### src/rtl/corr_pkg.sv
//~~~~~~~~~~~~~~~~~~~~~~~~~~~~~~~~~~~~~~~~~~~~~~~~~~~~~~~~~~
// One-bit correlator shared definitions: sizes, types,
// register map and the layout of the result memory.
//~~~~~~~~~~~~~~~~~~~~~~~~~~~~~~~~~~~~~~~~~~~~~~~~~~~~~~~~~~
`default_nettype none

package corr_pkg;

	localparam int unsigned num_inputs = 4;
	localparam int unsigned num_lags = 4;
	localparam int unsigned num_pairs = 6;
	localparam int unsigned num_results = 41;
	localparam int unsigned mem_words = 64;

	typedef logic [num_inputs-1:0] sample_t;
	typedef logic [15:0] count_t;
	typedef logic [5:0] res_addr_t;
	typedef logic [11:0] axi_addr_t;
	typedef logic [31:0] axi_data_t;

	typedef enum logic [1:0] {st_idle, st_integrate, st_dump} engine_state_t;

	localparam axi_addr_t ctrl_addr = 12'h000;
	localparam axi_addr_t status_addr = 12'h004;
	localparam axi_addr_t result_base = 12'h100;

	// Result layout: word 0 is the sample count, auto counts follow, then cross counts.
	localparam int unsigned auto_base = 1;
	localparam int unsigned cross_base = auto_base + num_inputs * num_lags;

	// Pair p correlates line pair_first[p] against the delayed pair_second[p].
	localparam int unsigned pair_first [num_pairs] = '{0, 0, 0, 1, 1, 2};
	localparam int unsigned pair_second [num_pairs] = '{1, 2, 3, 2, 3, 3};

endpackage

`default_nettype wire
### src/rtl/result_bus_if.sv
//~~~~~~~~~~~~~~~~~~~~~~~~~~~~~~~~~~~~~~~~~~~~~~~~~~~~~~~~~~
// Result memory port: one requester against the store.
//~~~~~~~~~~~~~~~~~~~~~~~~~~~~~~~~~~~~~~~~~~~~~~~~~~~~~~~~~~
`timescale 1ns/1ps
`default_nettype none

interface result_bus_if;
	import corr_pkg::*;

	logic req;
	logic we;
	res_addr_t addr;
	count_t wdata;
	logic gnt;
	count_t rdata;
	logic rvalid;

	// Request fields stay put until gnt; read data comes one cycle after gnt.
	modport requester (output req, we, addr, wdata, input gnt, rdata, rvalid);
	modport store (input req, we, addr, wdata, output gnt, rdata, rvalid);

endinterface

`default_nettype wire

### src/rtl/correlator_top.sv
//~~~~~~~~~~~~~~~~~~~~~~~~~~~~~~~~~~~~~~~~~~~~~~~~~~~~~~~~~~
// One-bit correlator top level with an AXI4-Lite host port.
//~~~~~~~~~~~~~~~~~~~~~~~~~~~~~~~~~~~~~~~~~~~~~~~~~~~~~~~~~~
`timescale 1ns/1ps
`default_nettype none

module correlator_top (
	input logic intclk,
	input logic arst_n,
	input corr_pkg::sample_t line_in,
	input logic sample_valid,
	input corr_pkg::axi_addr_t awaddr,
	input logic awvalid,
	output logic awready,
	input corr_pkg::axi_data_t wdata,
	input logic [3:0] wstrb,
	input logic wvalid,
	output logic wready,
	output logic [1:0] bresp,
	output logic bvalid,
	input logic bready,
	input corr_pkg::axi_addr_t araddr,
	input logic arvalid,
	output logic arready,
	output corr_pkg::axi_data_t rdata,
	output logic [1:0] rresp,
	output logic rvalid,
	input logic rready
);
	import corr_pkg::*;

	logic busy;
	logic done;
	logic start;
	count_t integ_len;

	result_bus_if eng_bus ();
	result_bus_if host_bus ();

	corr_engine u_engine (
		.intclk(intclk), .arst_n(arst_n), .line_in(line_in),
		.sample_valid(sample_valid), .start(start), .integ_len(integ_len),
		.busy(busy), .done(done), .store(eng_bus)
	);

	result_store u_store (.intclk(intclk), .arst_n(arst_n), .engine(eng_bus), .host(host_bus));

	axil_readout u_axil (
		.intclk(intclk), .arst_n(arst_n),
		.awaddr(awaddr), .awvalid(awvalid), .awready(awready),
		.wdata(wdata), .wstrb(wstrb), .wvalid(wvalid), .wready(wready),
		.bresp(bresp), .bvalid(bvalid), .bready(bready),
		.araddr(araddr), .arvalid(arvalid), .arready(arready),
		.rdata(rdata), .rresp(rresp), .rvalid(rvalid), .rready(rready),
		.busy(busy), .done(done), .start(start), .integ_len(integ_len),
		.store(host_bus)
	);

endmodule

`default_nettype wire

### src/rtl/axil_readout.sv
//~~~~~~~~~~~~~~~~~~~~~~~~~~~~~~~~~~~~~~~~~~~~~~~~~~~~~~~~~~
// AXI4-Lite slave: control and status registers, and reads
// of the result memory through the store.
//~~~~~~~~~~~~~~~~~~~~~~~~~~~~~~~~~~~~~~~~~~~~~~~~~~~~~~~~~~
`timescale 1ns/1ps
`default_nettype none

module axil_readout (
	input logic intclk,
	input logic arst_n,
	input corr_pkg::axi_addr_t awaddr,
	input logic awvalid,
	output logic awready,
	input corr_pkg::axi_data_t wdata,
	input logic [3:0] wstrb,
	input logic wvalid,
	output logic wready,
	output logic [1:0] bresp,
	output logic bvalid,
	input logic bready,
	input corr_pkg::axi_addr_t araddr,
	input logic arvalid,
	output logic arready,
	output corr_pkg::axi_data_t rdata,
	output logic [1:0] rresp,
	output logic rvalid,
	input logic rready,
	input logic busy,
	input logic done,
	output logic start,
	output corr_pkg::count_t integ_len,
	result_bus_if.requester store
);
	import corr_pkg::*;

	logic wr_fire;
	logic start_ok;
	count_t new_len;
	logic ar_fire;
	logic ar_result;
	axi_addr_t ar_offset;
	logic rd_pending;
	logic rd_local;
	logic rd_status;
	logic rd_req;
	res_addr_t rd_idx;

	//~~~~~~~~~~~~~~~~~~~~~~~~~~~~~~~~~~~~~~~~~~~~~~~~~~~~~~~~~~
	// Write channel
	//~~~~~~~~~~~~~~~~~~~~~~~~~~~~~~~~~~~~~~~~~~~~~~~~~~~~~~~~~~
	assign wr_fire = awvalid && wvalid && !bvalid;
	assign awready = wr_fire;
	assign wready = wr_fire;
	assign bresp = 2'b00;

	// Length bytes follow the strobes; start lives in the top byte.
	assign new_len = {wstrb[1] ? wdata[15:8] : integ_len[15:8],
		wstrb[0] ? wdata[7:0] : integ_len[7:0]};
	assign start_ok = wr_fire && (awaddr == ctrl_addr) && wstrb[3] && wdata[31] &&
		(new_len != '0) && !busy;

	always_ff @(posedge intclk or negedge arst_n) begin
		if (!arst_n) begin
			bvalid <= 1'b0;
			start <= 1'b0;
			integ_len <= '0;
		end else begin
			start <= start_ok;
			if (start_ok)
				integ_len <= new_len;
			if (wr_fire)
				bvalid <= 1'b1;
			else if (bready)
				bvalid <= 1'b0;
		end
	end

	//~~~~~~~~~~~~~~~~~~~~~~~~~~~~~~~~~~~~~~~~~~~~~~~~~~~~~~~~~~
	// Read channel
	//~~~~~~~~~~~~~~~~~~~~~~~~~~~~~~~~~~~~~~~~~~~~~~~~~~~~~~~~~~
	assign ar_fire = arvalid && !rd_pending && !rvalid;
	assign arready = ar_fire;
	assign ar_offset = araddr - result_base;
	assign ar_result = (araddr >= result_base) && (ar_offset < axi_addr_t'(4 * num_results));
	assign rresp = 2'b00;

	always_ff @(posedge intclk or negedge arst_n) begin
		if (!arst_n) begin
			rd_pending <= 1'b0;
			rd_local <= 1'b0;
			rd_req <= 1'b0;
			rvalid <= 1'b0;
		end else begin
			rd_local <= ar_fire && !ar_result;
			if (ar_fire) begin
				rd_pending <= 1'b1;
				rd_req <= ar_result;
			end else if (store.gnt) begin
				rd_req <= 1'b0;
			end
			if (rd_local || store.rvalid) begin
				rvalid <= 1'b1;
				rd_pending <= 1'b0;
			end else if (rready) begin
				rvalid <= 1'b0;
			end
		end
	end

	always_ff @(posedge intclk) begin
		if (ar_fire) begin
			rd_status <= (araddr == status_addr);
			rd_idx <= ar_offset[7:2];
		end
		if (rd_local)
			rdata <= rd_status ? axi_data_t'({done, busy}) : '0;
		else if (store.rvalid)
			rdata <= axi_data_t'(store.rdata);
	end

	assign store.req = rd_req;
	assign store.we = 1'b0;
	assign store.addr = rd_idx;
	assign store.wdata = '0;

endmodule

`default_nettype wire

### src/rtl/result_store.sv
//~~~~~~~~~~~~~~~~~~~~~~~~~~~~~~~~~~~~~~~~~~~~~~~~~~~~~~~~~~
// Result store: fixed-priority arbiter in front of the
// result memory, engine first, host second.
//~~~~~~~~~~~~~~~~~~~~~~~~~~~~~~~~~~~~~~~~~~~~~~~~~~~~~~~~~~
`timescale 1ns/1ps
`default_nettype none

module result_store (
	input logic intclk,
	input logic arst_n,
	result_bus_if.store engine,
	result_bus_if.store host
);
	import corr_pkg::*;

	count_t mem [mem_words];
	logic [mem_words-1:0] written;

	assign engine.gnt = engine.req;
	assign host.gnt = host.req && !engine.req;

	always_ff @(posedge intclk) begin
		if (engine.gnt && engine.we)
			mem[engine.addr] <= engine.wdata;
		if (host.gnt && host.we)
			mem[host.addr] <= host.wdata;
		engine.rdata <= written[engine.addr] ? mem[engine.addr] : '0;
		host.rdata <= written[host.addr] ? mem[host.addr] : '0;
	end

	// Words that were never written read back as zero.
	always_ff @(posedge intclk or negedge arst_n) begin
		if (!arst_n) begin
			written <= '0;
			engine.rvalid <= 1'b0;
			host.rvalid <= 1'b0;
		end else begin
			if (engine.gnt && engine.we)
				written[engine.addr] <= 1'b1;
			if (host.gnt && host.we)
				written[host.addr] <= 1'b1;
			engine.rvalid <= engine.gnt && !engine.we;
			host.rvalid <= host.gnt && !host.we;
		end
	end

endmodule

`default_nettype wire

### src/rtl/corr_engine.sv
//~~~~~~~~~~~~~~~~~~~~~~~~~~~~~~~~~~~~~~~~~~~~~~~~~~~~~~~~~~
// Correlation engine: counts line agreements over one
// window, then writes every count into the result store.
//~~~~~~~~~~~~~~~~~~~~~~~~~~~~~~~~~~~~~~~~~~~~~~~~~~~~~~~~~~
`timescale 1ns/1ps
`default_nettype none

module corr_engine (
	input logic intclk,
	input logic arst_n,
	input corr_pkg::sample_t line_in,
	input logic sample_valid,
	input logic start,
	input corr_pkg::count_t integ_len,
	output logic busy,
	output logic done,
	result_bus_if.requester store
);
	import corr_pkg::*;

	engine_state_t state;
	logic done_q;
	logic take;
	res_addr_t dump_idx;
	count_t sample_cnt;
	count_t auto_cnt [num_inputs][num_lags];
	count_t cross_cnt [num_pairs][num_lags];
	count_t results [num_results];
	sample_t taps [num_lags];
	sample_t hist [num_lags+1];

	assign take = (state == st_integrate) && sample_valid;

	lag_delay_line u_delay (
		.intclk(intclk),
		.arst_n(arst_n),
		.clear(start),
		.shift(take),
		.sample(line_in),
		.taps(taps)
	);

	// hist[k] is the sample k valid samples back; hist[0] is the present one.
	always_comb begin
		hist[0] = line_in;
		for (int k = 0; k < num_lags; k++) begin
			hist[k+1] = taps[k];
		end
	end

	//~~~~~~~~~~~~~~~~~~~~~~~~~~~~~~~~~~~~~~~~~~~~~~~~~~~~~~~~~~
	// Agreement counters
	//~~~~~~~~~~~~~~~~~~~~~~~~~~~~~~~~~~~~~~~~~~~~~~~~~~~~~~~~~~
	always_ff @(posedge intclk or negedge arst_n) begin
		if (!arst_n) begin
			sample_cnt <= '0;
			auto_cnt <= '{default: '0};
			cross_cnt <= '{default: '0};
		end else if (start) begin
			sample_cnt <= '0;
			auto_cnt <= '{default: '0};
			cross_cnt <= '{default: '0};
		end else if (take) begin
			sample_cnt <= sample_cnt + 1'b1;
			for (int a = 0; a < num_inputs; a++) begin
				for (int k = 0; k < num_lags; k++) begin
					if (line_in[a] == hist[k+1][a])
						auto_cnt[a][k] <= auto_cnt[a][k] + 1'b1;
				end
			end
			// Cross lags run 0 to 3, so they start at the present sample.
			for (int p = 0; p < num_pairs; p++) begin
				for (int k = 0; k < num_lags; k++) begin
					if (line_in[pair_first[p]] == hist[k][pair_second[p]])
						cross_cnt[p][k] <= cross_cnt[p][k] + 1'b1;
				end
			end
		end
	end

	always_comb begin
		results[0] = sample_cnt;
		for (int a = 0; a < num_inputs; a++) begin
			for (int k = 0; k < num_lags; k++) begin
				results[auto_base + num_lags*a + k] = auto_cnt[a][k];
			end
		end
		for (int p = 0; p < num_pairs; p++) begin
			for (int k = 0; k < num_lags; k++) begin
				results[cross_base + num_lags*p + k] = cross_cnt[p][k];
			end
		end
	end

	//~~~~~~~~~~~~~~~~~~~~~~~~~~~~~~~~~~~~~~~~~~~~~~~~~~~~~~~~~~
	// Window control and dump
	//~~~~~~~~~~~~~~~~~~~~~~~~~~~~~~~~~~~~~~~~~~~~~~~~~~~~~~~~~~
	always_ff @(posedge intclk or negedge arst_n) begin
		if (!arst_n) begin
			state <= st_idle;
			dump_idx <= '0;
			done_q <= 1'b0;
		end else begin
			case (state)
				st_idle: if (start) begin
					state <= st_integrate;
					dump_idx <= '0;
					done_q <= 1'b0;
				end
				st_integrate: if (take && count_t'(sample_cnt + 1'b1) == integ_len)
					state <= st_dump;
				default: if (store.gnt) begin
					if (dump_idx == res_addr_t'(num_results - 1)) begin
						state <= st_idle;
						done_q <= 1'b1;
					end else begin
						dump_idx <= dump_idx + 1'b1;
					end
				end
			endcase
		end
	end

	// The start cycle already reports busy so a second start is refused.
	assign busy = (state != st_idle) || start;
	assign done = done_q && !start;

	assign store.req = (state == st_dump);
	assign store.we = 1'b1;
	assign store.addr = dump_idx;
	assign store.wdata = results[dump_idx];

endmodule

`default_nettype wire

### src/rtl/lag_delay_line.sv
//~~~~~~~~~~~~~~~~~~~~~~~~~~~~~~~~~~~~~~~~~~~~~~~~~~~~~~~~~~
// Lag history: the last few valid samples of every line,
// cleared at the start of each integration window.
//~~~~~~~~~~~~~~~~~~~~~~~~~~~~~~~~~~~~~~~~~~~~~~~~~~~~~~~~~~
`timescale 1ns/1ps
`default_nettype none

module lag_delay_line (
	input logic intclk,
	input logic arst_n,
	input logic clear,
	input logic shift,
	input corr_pkg::sample_t sample,
	output corr_pkg::sample_t taps [corr_pkg::num_lags]
);
	import corr_pkg::*;

	// Tap k holds the sample taken k+1 valid samples ago.
	always_ff @(posedge intclk or negedge arst_n) begin
		if (!arst_n) begin
			taps <= '{default: '0};
		end else if (clear) begin
			taps <= '{default: '0};
		end else if (shift) begin
			taps[0] <= sample;
			for (int k = 1; k < num_lags; k++) begin
				taps[k] <= taps[k-1];
			end
		end
	end

endmodule

`default_nettype wire

### config.mk
export PLATFORM = sky130hd
export DESIGN_NAME = correlator_top
export DESIGN_NICKNAME = d
export VERILOG_FILES = /design/src/rtl/corr_pkg.sv /design/src/rtl/result_bus_if.sv /design/src/rtl/correlator_top.sv /design/src/rtl/axil_readout.sv /design/src/rtl/result_store.sv /design/src/rtl/corr_engine.sv /design/src/rtl/lag_delay_line.sv
export SDC_FILE = /design/constraint.sdc
export NUM_CORES = 2
export LEC_CHECK = 0
export ABC_AREA = 0
export BUFFER_PORTS_ARGS = -buffer_cell sky130_fd_sc_hd__buf_2
export CAP_MARGIN = 20
export CORE_MARGIN = 2
export CORE_UTILIZATION = 65
export CTS_BUF_LIST = sky130_fd_sc_hd__clkbuf_16
export DETAILED_ROUTE_END_ITERATION = 10
export PLACE_DENSITY = 0.82
export RECOVER_POWER = 25
export SLEW_MARGIN = 20
export SYNTH_ARGS = -nofsm -noshare
export SYNTH_HDL_FRONTEND = slang
export SYNTH_SLANG_ARGS = --single-unit
### constraint.sdc
create_clock -name intclk -period 8.1 [get_ports intclk]
set_clock_uncertainty 0.1 [all_clocks]
set_input_delay 0.81 -clock intclk [delete_from_list [all_inputs] [get_ports intclk]]
set_output_delay 0.81 -clock intclk [all_outputs]
set_load 0.03 [all_outputs]
# Yosys cells after proc, flatten, opt, wreduce, memory -nomap -nowiden
# Memory sizes are Yosys's and may differ from the RTL's. A register that Yosys moved wholly into a read port is not among the register bits.
# Index checks and enable logic that the tools add are counted.
# W data, S select, Z words.
classes:
  muxes: 83
  add_sub_neg: 43
  bitwise: 3
  n_lt_le_gt_ge: 6
  n_eq_ne: 48
  reduce_logical: 123
ops:
  columns: ["op", "count"]
  rows:
  - ["$mux W384", 2]
  - ["$mux W16", 46]
  - ["$add A16 B1 Y16 const B", 41]
  - ["$mux W256", 2]
  - ["$reduce_bool A2 Y1", 49]
  - ["$bmux W16 S6", 1]
  - ["$reduce_and A2 Y1", 40]
  - ["$mux W32", 2]
  - ["$or A64 B64 Y64", 1]
  - ["$eq A1 B1 Y1", 40]
  - ["$mux W6", 3]
  - ["$eq A16 B16 Y1", 1]
  - ["$logic_and A1 B1 Y1", 16]
  - ["$mux W8", 2]
  - ["$reduce_bool A16 Y1", 1]
  - ["$mux W1", 15]
  - ["$lt A6 B7 Y1 const B", 2]
  - ["$eq A12 B3 Y1 const B", 1]
  - ["$ge A12 B9 Y1 const B", 1]
  - ["$logic_not A12 Y1", 1]
  - ["$lt A12 B8 Y1 const B", 1]
  - ["$pmux W6 S2", 1]
  - ["$reduce_and A4 Y1", 3]
  - ["$sub A12 B9 Y12 const B", 1]
  - ["other kinds (19)", 33]
totals:
  ram_bits: 1024
  in_bits: 72
  memories: 1
  ff_bits: 807
mem_list:
  columns: ["memory", "depth", "width", "read_ports", "rd_clocked_by_memory_dff", "write_ports", "line_no", "source"]
  rows:
  - ["u_store.mem", 64, 16, 1, 1, 1, "result_store.sv:16", "count_t mem [mem_words];"]

# Depth between registers and ports, before layout
depth:
  word_depth: 7
  depth_mapped: 9
  depth_no_buf: 7

# Cells and area by module
# Synthesis repeated with hierarchy kept, for this count alone.
unflattened:
  cells_unflattened: 6871
  area_unflattened_um2: 92362.3
modules_own_cells:
  columns: ["module", "seq_area_each_um2", "instances", "area_each_um2", "cells_each"]
  rows:
  - ["result_store", 33041.7, 1, 51929.8, 2960]
  - ["corr_engine", 16641.0, 1, 37629.8, 3692]
  - ["axil_readout", 1241.2, 1, 2142.1, 167]
  - ["lag_delay_line", 400.4, 1, 660.6, 52]

# Worst setup path after synthesis
# Ideal clock, no wire load.
synth_timing:
  path_kind: "register to register"
  from: "register u_engine.dump_idx[0], in the netlist u_engine.store.addr[0]"
  to: "memory u_store.mem[0][10] (netlist name), data pin"
  period_less_slack_ns: 3.351
  stages_incl_launch_ff: 10
  path_buffers: 4
  arrival_ns: 2.650
  setup_time_ns: 0.601
  slack_ns: 4.749
  path_cell_list: "dfrtp_1 > clkbuf_1 > clkbuf_1 > nor3_2 > buf_2 > buf_1 > a221oi_1 > a31oi_1 > a21oi_1 > nand3_1"
synth_via:
  elab_chain_len: 4
synth_rtl:
  columns: ["item", "line_no", "source"]
  rows:
  - ["start, declared", "corr_engine.sv:24", "res_addr_t dump_idx;"]
  - ["start signal, assigned", "corr_engine.sv:117", "dump_idx <= dump_idx + 1'b1;"]
  - ["$not A6 Y7 (implied by the code)", "corr_engine.sv:131", "assign store.wdata = results[dump_idx];"]
  - ["$bmux W16 S6", "corr_engine.sv:131", null]
  - ["$mux W16 (implied by the code) (2 in series)", "corr_engine.sv:131", null]
  - ["named net eng_bus.wdata[10]", "result_bus_if.sv:13", "count_t wdata;"]
  - ["end, declared", "result_store.sv:16", null]
# The timed path passes the listed nets, and every way through them passes these cells. The select of a mux whose other input is x is not followed.

# Worst setup path in the final report
layout_timing:
  from: "register u_axil.start"
  to: "register u_axil.integ_len[0]"
layout_via:
  elab_chain_len: 3
layout_rtl:
  columns: ["item", "line_no", "source"]
  rows:
  - ["start, declared", "axil_readout.sv:30", "output logic start,"]
  - ["start signal, assigned", "axil_readout.sv:68", "start <= start_ok;"]
  - ["$logic_or A1 B1 Y1", "corr_engine.sv:125", "assign busy = (state != st_idle) || start;"]
  - ["$logic_not A1 Y1", "axil_readout.sv:60", "(new_len != '0) && !busy;"]
  - ["$logic_and A1 B1 Y1", "axil_readout.sv:60", null]
  - ["end signal, assigned", "axil_readout.sv:70", "integ_len <= new_len;"]
  - ["end, declared", "axil_readout.sv:31", "output corr_pkg::count_t integ_len,"]
# Every way passes these cells.
# A chain may end at the register's enable or synchronous reset.

==> out/metrics.cfg <==
[timing]
tns_ns=0
finalWorstSetupSlack_ns=2.41
slew_headroom_pct=-175
rsz0062_at_grt=false
setup_viol=0
tightest_slew_ns=4.13
fin_crit_sh_pct=70.2
slew_viol_final=610
finalHoldViolations=0
fmax_mhz=176
min_period_ns=5.69

[layout]
fillerInstances=7361
syn_to_final_growth_pct=10.1
register_area_um2=51000
drive_gt1_share_pct=15.0
multi_input_area_um2=28600
nets=6061
final_util_pct=72.0

[yosys]
synth.most_common_cell=edfxtp_1
post-synth-top-area-cell=edfxtp_1
async_flop_share_pct=41.9
synthTopCellsByCount=edfxtp_1, dfrtp_1, nor2_1, mux4_2, xor2_1
synthMuxAreaShare_pct=10.0
synth_area_leaders=edfxtp_1, dfrtp_1, mux4_2, xor2_1, nor2_1
netlist.area_leader.share_pct=38.9
yosysSeqAreaShare_pct=63.1
synth_enable_flop_cells=1047
synth_compound_area_share_pct=6.91
synth-main-ff-cell=edfxtp_1
synth_area_um2=80800
synth.distinct_cells=63
synth_top_family_by_area=simple AND/OR/NAND/NOR gates
synth-xor-area-share_pct=6.34
synth_adder_area_share_pct=0.665
yosysWarnings=0
synthSimpleGateAreaFrac_pct=11.1
ys_ff_latch=1831
syn_avg_cell_area_um2=13.8
syn_inst=5860

[floorplanning]
die_x_um=357
placementRows=129
io_pins=113
initial_core_util_pct=65.4
die_y_um=357
core_um2=124000
dieArea_um2=127000

[power]
vdd_drop_max_v=0.000245
p_leak_nw=32.2
pwr_density_cell_nw_per_um2=209

[clocking]
clkSinkCount=1831
htreeDepth=4
ctsResizeCount=0
cts-buffers-inserted=178
max-clock-path-buffers=3
cts_tree=built
cts-root-buf=clkbuf_16
cts.clk_slew.worst_paths_ns=0.06
clock_latency_ns=0.88
ctsHoldBuffers=1
cts_setup_buffers=0

[global_routing]
antenna_found_initial=9
grt_max_degree=199
grt-ovfl-total=0
grt_pass1_vias=54900
grt_pass1_wl_um=358000
grtUsageTotal_pct=38.2

[setup_path]
critPathSlowestCell=dfrtp_1
cp-end-kind=flop
worstSetupPathType=reg -> reg
cpMostUsedCell=nand2_1
cp_max_fo=58
crit_chain=clkbuf_1 -> nor3_2 -> nand2_1 -> nor4_1 -> nand2_1 -> mux2_2
cp.required_ns=8.72
cp.arrival_ns=6.31
cp-start-kind=flop
slowest_delay_ns=1.95

[status]
status=complete, but fails checks
violations=capacitance limit, slew limit

[routing]
drc=0
met1_length_um=82400
vias_per_cell=7.20
wl_per_cell_um=31.0
ant_nets=0
wl_met3_um=26500
dr.first_iter.drc_count=9641
wl_met2_um=113000
wl_um=240000
routed.top_layer=met5
drt_pass1_iterations=10
vias=55700

[placed_design]
gp_routability_congestion=0.932
post-place-ws_ns=3.57
io_buffers=76
post-dp-hpwl_um=136000

[min_path]
min_path_type=in -> reg

[run]
maxCapViolCount=8

==> final timing paths <==
path                       slack [ns]                                  end  depth (start not counted)                            start
min                              0.03            u_axil.rvalid$_DFFE_PN0P_                          2                           rready
min in group asynchronous        0.47    u_engine.auto_cnt[68]$_DFFE_PN0P_                          2                           arst_n
max                              2.41      u_axil.integ_len[0]$_DFFE_PN0P_                          6           u_axil.start$_DFF_PN0_
max in group asynchronous        2.96  u_engine.cross_cnt[342]$_DFFE_PN0P_                          3                           arst_n
min reg2reg                      0.37      u_store.written[17]$_DFFE_PN0P_                          1  u_store.written[17]$_DFFE_PN0P_
max reg2reg                      2.41      u_axil.integ_len[0]$_DFFE_PN0P_                          6           u_axil.start$_DFF_PN0_
==> metrics by stage <==
step	hold slack [ns]	power [W]	cell area, um^2	instances
6_report	0.0316	0.0186	89000	7739
3_3_place_gp	0.343	0.0106	83300	7397
4_1_cts	0.00748	0.0186	89000	7731
5_1_grt	0.0221	0.0190	89000	7733
2_1_floorplan	0.334	0.0104	80900	5879
3_5_place_dp	0.349	0.0106	83400	7401
==> power by group <==
part / internal, W / switching (W) / leakage, nW
clock: 0.00428 / 0.00385 / 2.93
sequential: 0.00981 / 0.0000257 / 18.3
combinational: 0.000182 / 0.000409 / 11.0
==> cells in the final DEF, fill, tap and decap left out, types with 90 or more instances in the layout <==
master	n
xor2_1	336
edfxtp_1	1047
clkbuf_16	178
a22oi_1	245
xnor2_1	249
inv_1	102
and3_1	90
mux4_2	340
nand4_1	132
buf_4	95
o21ai_0	121
a21oi_1	188
nand3_1	203
or3_1	90
nor2_1	663
nand2_1	275
dfrtp_1	768
==> metal layers <==
metal	global-route usage, %	vias up
met5	0.222	-
met4	21.7	10
met3	10.5	1169
met2	59.9	4407
met1	48.5	27900
li1	-	22200
==> cell families (layout without fill, tap and decap cells) <==
logic type                 after synthesis  count (layout)
AOI/OAI and AO/OA                      813             813
xor gates and xnor gates               585             585
adders and majority gates               43              43
buffers and inverters                  370             586
DFF                                   1831            1831
muxes                                  383             383
other                                    1              27
and+or+nand+nor                       1834            1834
==> worst max-delay path, delay by kind of cell (launching register included) <==
kind	cells	cell delay (ns)
muxes	1	0.38
DFF	1	1.95
buffers and inverters	1	1.94
and+or+nand+nor	4	1.14
==> cell type report <==
class / count / share of cell area (%)
Timing Repair Buffer: 200 / 1.67
Tap cell: 1637 / 2.30
Sequential cell: 1831 / 57.3
Antenna cell: 7 / 0.0197
Clock buffer: 178 / 5.00
Multi-Input combinational cell: 3678 / 32.2
Inverter: 57 / 0.240
Clock inverter: 151 / 1.33
==> state kept, by name, indices dropped and copies added, names as in the netlist, 2 cells and up <==
name                   flops
u_axil.store.addr          6
u_engine.sample_cnt       16
u_store.host.rdata        16
u_engine.u_delay.taps     16
u_engine.auto_cnt        256
u_store.mem             1024
u_axil.integ_len          16
u_engine.store.addr        6
u_engine.state             2
u_engine.cross_cnt       384
u_store.written           64
u_axil.rdata              16
Note: power is estimated with default switching activity, not from simulation.
